### src/design/msdft_pkg.sv
`default_nettype none

package msdft_pkg;

    // input samples, Q1.15.
    localparam int din_w = 16;
    localparam int din_point = 15;

    // twiddle parts, Q2.14 so that +1.0 is representable.
    localparam int twidd_w = 16;
    localparam int twidd_point = 14;

    // output bins.
    localparam int dout_w = 32;
    localparam int dout_point = 16;

    // comb value times twiddle, plus one bit for the sum of two products.
    localparam int prod_w = din_w + 1 + twidd_w + 1;
    localparam int prod_point = din_point + twidd_point;

    typedef logic signed [din_w-1:0] sample_t;

    // one bit of growth from the subtraction.
    typedef logic signed [din_w:0] comb_t;

    typedef logic signed [twidd_w-1:0] twidd_t;

    // real part in the upper half.
    typedef logic [2*twidd_w-1:0] twidd_word_t;

    typedef logic signed [dout_w-1:0] dout_t;

    typedef logic signed [prod_w-1:0] prod_t;

endpackage

`default_nettype wire

### src/design/twiddle_ram.sv
`default_nettype none

module twiddle_ram #(
    parameter int DFT_LEN = 64
) (
    input  wire logic                        clk,

    input  wire logic [$clog2(DFT_LEN)-1:0]  rd_addr,
    output msdft_pkg::twidd_word_t           rd_data,

    input  wire logic [$clog2(DFT_LEN)-1:0]  cfg_addr,
    input  wire msdft_pkg::twidd_word_t      cfg_data,
    input  wire logic                        cfg_we,
    output msdft_pkg::twidd_word_t           cfg_dout
);

    msdft_pkg::twidd_word_t mem [DFT_LEN];

    // table starts out all zero.
    initial begin
        for (int i = 0; i < DFT_LEN; i++) begin
            mem[i] = '0;
        end
    end

    // datapath port, read only.
    always_ff @(posedge clk) begin
        rd_data <= mem[rd_addr];
    end

    // config port, write-first.
    always_ff @(posedge clk) begin
        if (cfg_we) begin
            mem[cfg_addr] <= cfg_data;
            cfg_dout <= cfg_data;
        end else begin
            cfg_dout <= mem[cfg_addr];
        end
    end

endmodule

`default_nettype wire

### config.mk
export PLATFORM = sky130hd
export DESIGN_NAME = twiddle_ram
export DESIGN_NICKNAME = d
export VERILOG_FILES = /design/src/design/msdft_pkg.sv /design/src/design/twiddle_ram.sv
export SDC_FILE = /design/constraint.sdc
export NUM_CORES = 2
export LEC_CHECK = 0
export BUFFER_PORTS_ARGS = -buffer_cell sky130_fd_sc_hd__buf_2
export CORE_MARGIN = 1
export CORE_UTILIZATION = 50
export CTS_CLUSTER_SIZE = 16
export DETAILED_ROUTE_END_ITERATION = 10
export PLACE_DENSITY = 0.71
export SLEW_MARGIN = 20
export SYNTH_ARGS = -nofsm -noshare
export SYNTH_HDL_FRONTEND = slang
export SYNTH_SLANG_ARGS = --single-unit
### constraint.sdc
create_clock -name clk -period 7.5 [get_ports clk]
set_clock_uncertainty 0.1 [all_clocks]
set_input_delay 1.875 -clock clk [delete_from_list [all_inputs] [get_ports clk]]
set_output_delay 1.875 -clock clk [all_outputs]
set_load 0.02 [all_outputs]
==> metrics.log <==
INFO  metric outcome = completed
INFO  metric die_w = 438.2 um
INFO  metric placement_stage_worst_setup_slack = between 1.5 and 2 ns
INFO  metric synth_cell_type_count = 38
INFO  metric timing.critical_path.slowest_cell_delay = around 0.85 ns
INFO  metric asyncSetResetFlopFracSynth = 0%
INFO  metric reg2regPathDepth = 4
INFO  metric syn2layout_area_growth = 11.74%
INFO  metric synth_sequential_area_ratio = around 65%
INFO  metric io-pin-count = 110
INFO  metric min_path_cells = 4
INFO  metric cp_cell_sequence = buf_12 > mux4_2 > mux4_2 > o22ai_1 > a21oi_1 > buf_2
INFO  metric setup_ws = about 1.0 ns
INFO  metric groute.usage.overall = roughly 30%
INFO  metric setup_tns = 0 ns
INFO  metric cts.sink_count = 2086
INFO  metric layout.area.seq = between 60000 and 70000 um^2
INFO  metric syn_area_per_cell = 21.69 um^2
INFO  metric synthDominantCellAreaShare = 64.64%
INFO  metric core_area = 188400 um^2
INFO  metric globalplace.congestion = around 0.85
INFO  metric grt_start_max_net_pins = around 130
INFO  metric clockBufferDepth = 3
INFO  metric max-slew-margin-rel = 16.07%
INFO  metric area_of_the_die = slightly below 200000 um^2
INFO  metric start_util = between 50% and 60%
INFO  metric worst_hold_path_type = reg -> reg
INFO  metric max_clock_freq = 154.8 MHz
INFO  metric final_min_period_over_clock_period = 86.13%
INFO  metric routed_wl = roughly 280 mm
INFO  metric number_of_antenna_violations_at_the_first_check_in_global_routing = 22
INFO  metric post-cts-setup-buffer-count = 0
INFO  metric synth_ff_type = sky130_fd_sc_hd__edfxtp_1
INFO  metric grt_first_pass_wirelength = approximately 400 mm
INFO  metric synth_area = roughly 95000 um^2
INFO  metric critical_path_required = roughly 5.5 ns
INFO  metric worst_path_dominant_cell_family = multiplexers
INFO  metric worst_hold_startpoint = mem[36][21]
INFO  metric row_count = around 160
INFO  metric cts_root_buf = sky130_fd_sc_hd__clkbuf_16
INFO  metric tritoncts_buffer_count = between 200 and 250
INFO  metric vias_post_dr = about 52000
INFO  metric drt_iter0_markers = between 7000 and 8000
INFO  metric cts.repair.resized = 0
INFO  metric path_clk_slew = roughly 0.06 ns
INFO  metric synthesized_netlist_net_count = roughly 4400
INFO  metric antenna_violating_nets_post_route = 0
INFO  metric fp.dieH = around 440 um
INFO  metric worst-path-stages = 6
INFO  metric timing.final.max_slew_violations = 0
INFO  metric hold_path_endpoint = rd_data[21]
INFO  metric number_of_global_route_vias_before_repair = between 50000 and 60000
INFO  metric synth-seq-cells = approximately 2100
INFO  metric whs = 0.7772 ns
INFO  metric yosysWarnings = 0
INFO  metric syn-instance-count = 4386
INFO  metric critPathLaunchType = register
INFO  metric number_of_levels_the_h_tree_was_split_into = 4
INFO  metric crit_path_end_kind = output pin
INFO  metric finalCriticalPeriod = 6.460 ns
INFO  metric timing_worst_setup_path_type = reg -> out
INFO  metric port_buffers = 109
INFO  metric worst_skew_pair.late_latency = 0.87 ns
INFO  metric hpwlAfterDp = approximately 160 mm
INFO  metric slowest_library_cell_on_the_worst_path = sky130_fd_sc_hd__dfxtp_4
INFO  metric timing_hold_violations_final = 0
INFO  metric dr.pass1.iters = 6
INFO  metric synth-edff-count = between 2000 and 2500
INFO  metric cts-hold-fix-buffers = 0
INFO  metric grt_setup_unrepaired = false
INFO  metric critical_path_buf_inv_count = 2
INFO  metric tritoncts = built
INFO  metric cpMostUsedCell = sky130_fd_sc_hd__mux4_2
INFO  metric routed_wire_length_per_instance = between 30 and 40 um
INFO  metric power.density = approximately 240 nW/um^2
INFO  metric leakage = 33.13 nW
INFO  metric cap_violations = 0
INFO  metric remaining_drc_errors = 0
INFO  metric critical_path.reg2reg.startpoint = mem[5][8]
INFO  metric synth_top_cell_by_area = sky130_fd_sc_hd__edfxtp_1
INFO  metric global_route_total_overflow = 0
INFO  metric via_per_inst = between 7 and 8
INFO  metric tightest_slew = ~1.3 ns
INFO  metric worst-path-max-fanout = 33
INFO  metric multi_input_area = 31650 um^2
INFO  metric worst_reg_to_reg_setup_slack = just over 5 ns
INFO  metric layout.filler_cells = about 14000
INFO  metric finish.net_count = roughly 4600
INFO  metric final-setup-viol-count = 0
INFO  metric cp.arrival = between 4 and 5 ns
INFO  metric post_route_cells_drive_above_1_share = around 39%
INFO  metric ir_worst_vdd = between 150 and 200 uV
INFO  metric regToRegEndpoint = rd_data[8]
INFO  metric post_synth_main_area_contributors = sky130_fd_sc_hd__edfxtp_1 (65%), sky130_fd_sc_hd__mux4_2 (27%), sky130_fd_sc_hd__mux2i_1 (2.1%)
==> routing by layer <==
metal  vias to the layer above  track usage [%]  wire [um]
li1                      19760                -          -
met1                     28110            40.26      99350
met2                      3784            46.35     135300
met3                       628            8.621      37970
met4                        22            11.80      12110
met5                         -                0        141
==> synth_stat cells (3+ instances only) <==
| cell | number |
|---|---|
| sky130_fd_sc_hd__nor3_1 | 3 |
| sky130_fd_sc_hd__o211ai_1 | 27 |
| sky130_fd_sc_hd__buf_2 | 121 |
| sky130_fd_sc_hd__o221ai_1 | 16 |
| sky130_fd_sc_hd__o21ai_1 | 31 |
| sky130_fd_sc_hd__a211oi_1 | 15 |
| sky130_fd_sc_hd__a21oi_1 | 58 |
| sky130_fd_sc_hd__clkbuf_1 | 135 |
| sky130_fd_sc_hd__buf_1 | 25 |
| sky130_fd_sc_hd__a221oi_1 | 13 |
| sky130_fd_sc_hd__and2_1 | 6 |
| sky130_fd_sc_hd__o22ai_1 | 56 |
| sky130_fd_sc_hd__buf_4 | 55 |
| sky130_fd_sc_hd__nand2b_1 | 8 |
| sky130_fd_sc_hd__or2_2 | 3 |
| sky130_fd_sc_hd__o21ai_0 | 18 |
| sky130_fd_sc_hd__o32a_1 | 9 |
| sky130_fd_sc_hd__nand2_1 | 93 |
| sky130_fd_sc_hd__mux2_2 | 36 |
| sky130_fd_sc_hd__nor2_1 | 94 |
| sky130_fd_sc_hd__buf_6 | 11 |
| sky130_fd_sc_hd__edfxtp_1 | 2048 |
| sky130_fd_sc_hd__nand3b_1 | 6 |
| sky130_fd_sc_hd__a32oi_1 | 9 |
| sky130_fd_sc_hd__a22oi_1 | 85 |
| sky130_fd_sc_hd__nand3_1 | 9 |
| sky130_fd_sc_hd__mux4_2 | 1124 |
| sky130_fd_sc_hd__mux2i_1 | 204 |
| sky130_fd_sc_hd__nor2b_1 | 19 |
| sky130_fd_sc_hd__dfxtp_1 | 38 |
==> tightest hold or removal path, cell delays in order, from the launching register on <==
cell and delay (ns):
sky130_fd_sc_hd__edfxtp_1 0.34, sky130_fd_sc_hd__mux4_2 0.22, sky130_fd_sc_hd__a32oi_1 0.05, sky130_fd_sc_hd__o21ai_0 0.07, sky130_fd_sc_hd__o32a_1 0.16
==> kinds of logic (layout without fill, tap and decap cells) <==
kind of cell	after synthesis	in the layout	synth area share, %
other cells	0	6	0
compound gates	340	340	2.405
buf+inv	348	669	1.836
mux	1364	1364	29.18
flops	2086	2086	65.44
simple gates	248	248	1.139
==> registers in the layout, summed over array words and instances (netlist names), named ones only <==
| name | count |
|---|---|
| mem | 2048 |
| rd_data | 32 |
==> cell type report <==
cell class | count | area share (%)
Antenna cell | 6 | 0.01412
Sequential cell | 2086 | 58.58
Clock buffer | 253 | 5.122
Inverter | 1 | 0.003531
Multi-Input combinational cell | 1952 | 29.77
Timing Repair Buffer | 292 | 2.371
Tap cell | 2495 | 2.936
Clock inverter | 123 | 1.199
==> report_power, final <==
group | switching, W | internal [W] | leakage, nW
clock | 0.00444 | 0.00596 | 3.23
combinational | 0.00126 | 0.000866 | 11.1
sequential | 0.0000759 | 0.0129 | 18.7
==> cells in the final DEF, fill, tap and decap left out, drive strengths merged, types with 2 or more instances in the layout <==
cell type and count:
or2 3, nand3b 6, or3 2, a22oi 85, o211ai 27, nand3 9, clkinvlp 17, o32a 9
a32oi 9, a211oi 15, a21oi 58, o221ai 16, nand2b 8, buf 290, edfxtp 2048, clkinv 76
nor3 3, o22ai 56, a221oi 13, nor2b 19, inv 7, mux4 1124, mux2i 204, nor2 94
and2 6, or3b 2, mux2 36, clkbuf 255, o21ai 49, nand4 2, diode 6, bufinv 24
nand2 93, dfxtp 38
==> per-stage QoR <==
| step | utilization (%) | cells | power (W) | area (um^2) |
|---|---|---|---|---|
| detailed placement | 52.73 | 6816 | 0.01531 | 99350 |
| CTS | 56.30 | 7192 | 0.02553 | 106100 |
| global route | 56.43 | 7205 | 0.02607 | 106300 |
| finish | 56.43 | 7208 | 0.02551 | 106300 |
| floorplan | - | 4386 | 0.01450 | 95140 |
| global placement | 52.70 | 6813 | 0.01529 | 99280 |
==> worst max path at each step <==
stage / start / endpoint / slack [ns]
2_1_floorplan: cfg_addr[3] / mem[48][0] / 2.33
3_3_place_gp: register / cfg_dout[31] / 1.97
3_5_place_dp: register / cfg_dout[1] / 1.92
4_1_cts: register / cfg_dout[1] / 1.01
5_1_grt: register / cfg_dout[13] / 0.87
6_report: register / cfg_dout[6] / 1.04
No activity file was read; power rests on OpenSTA's default activity.
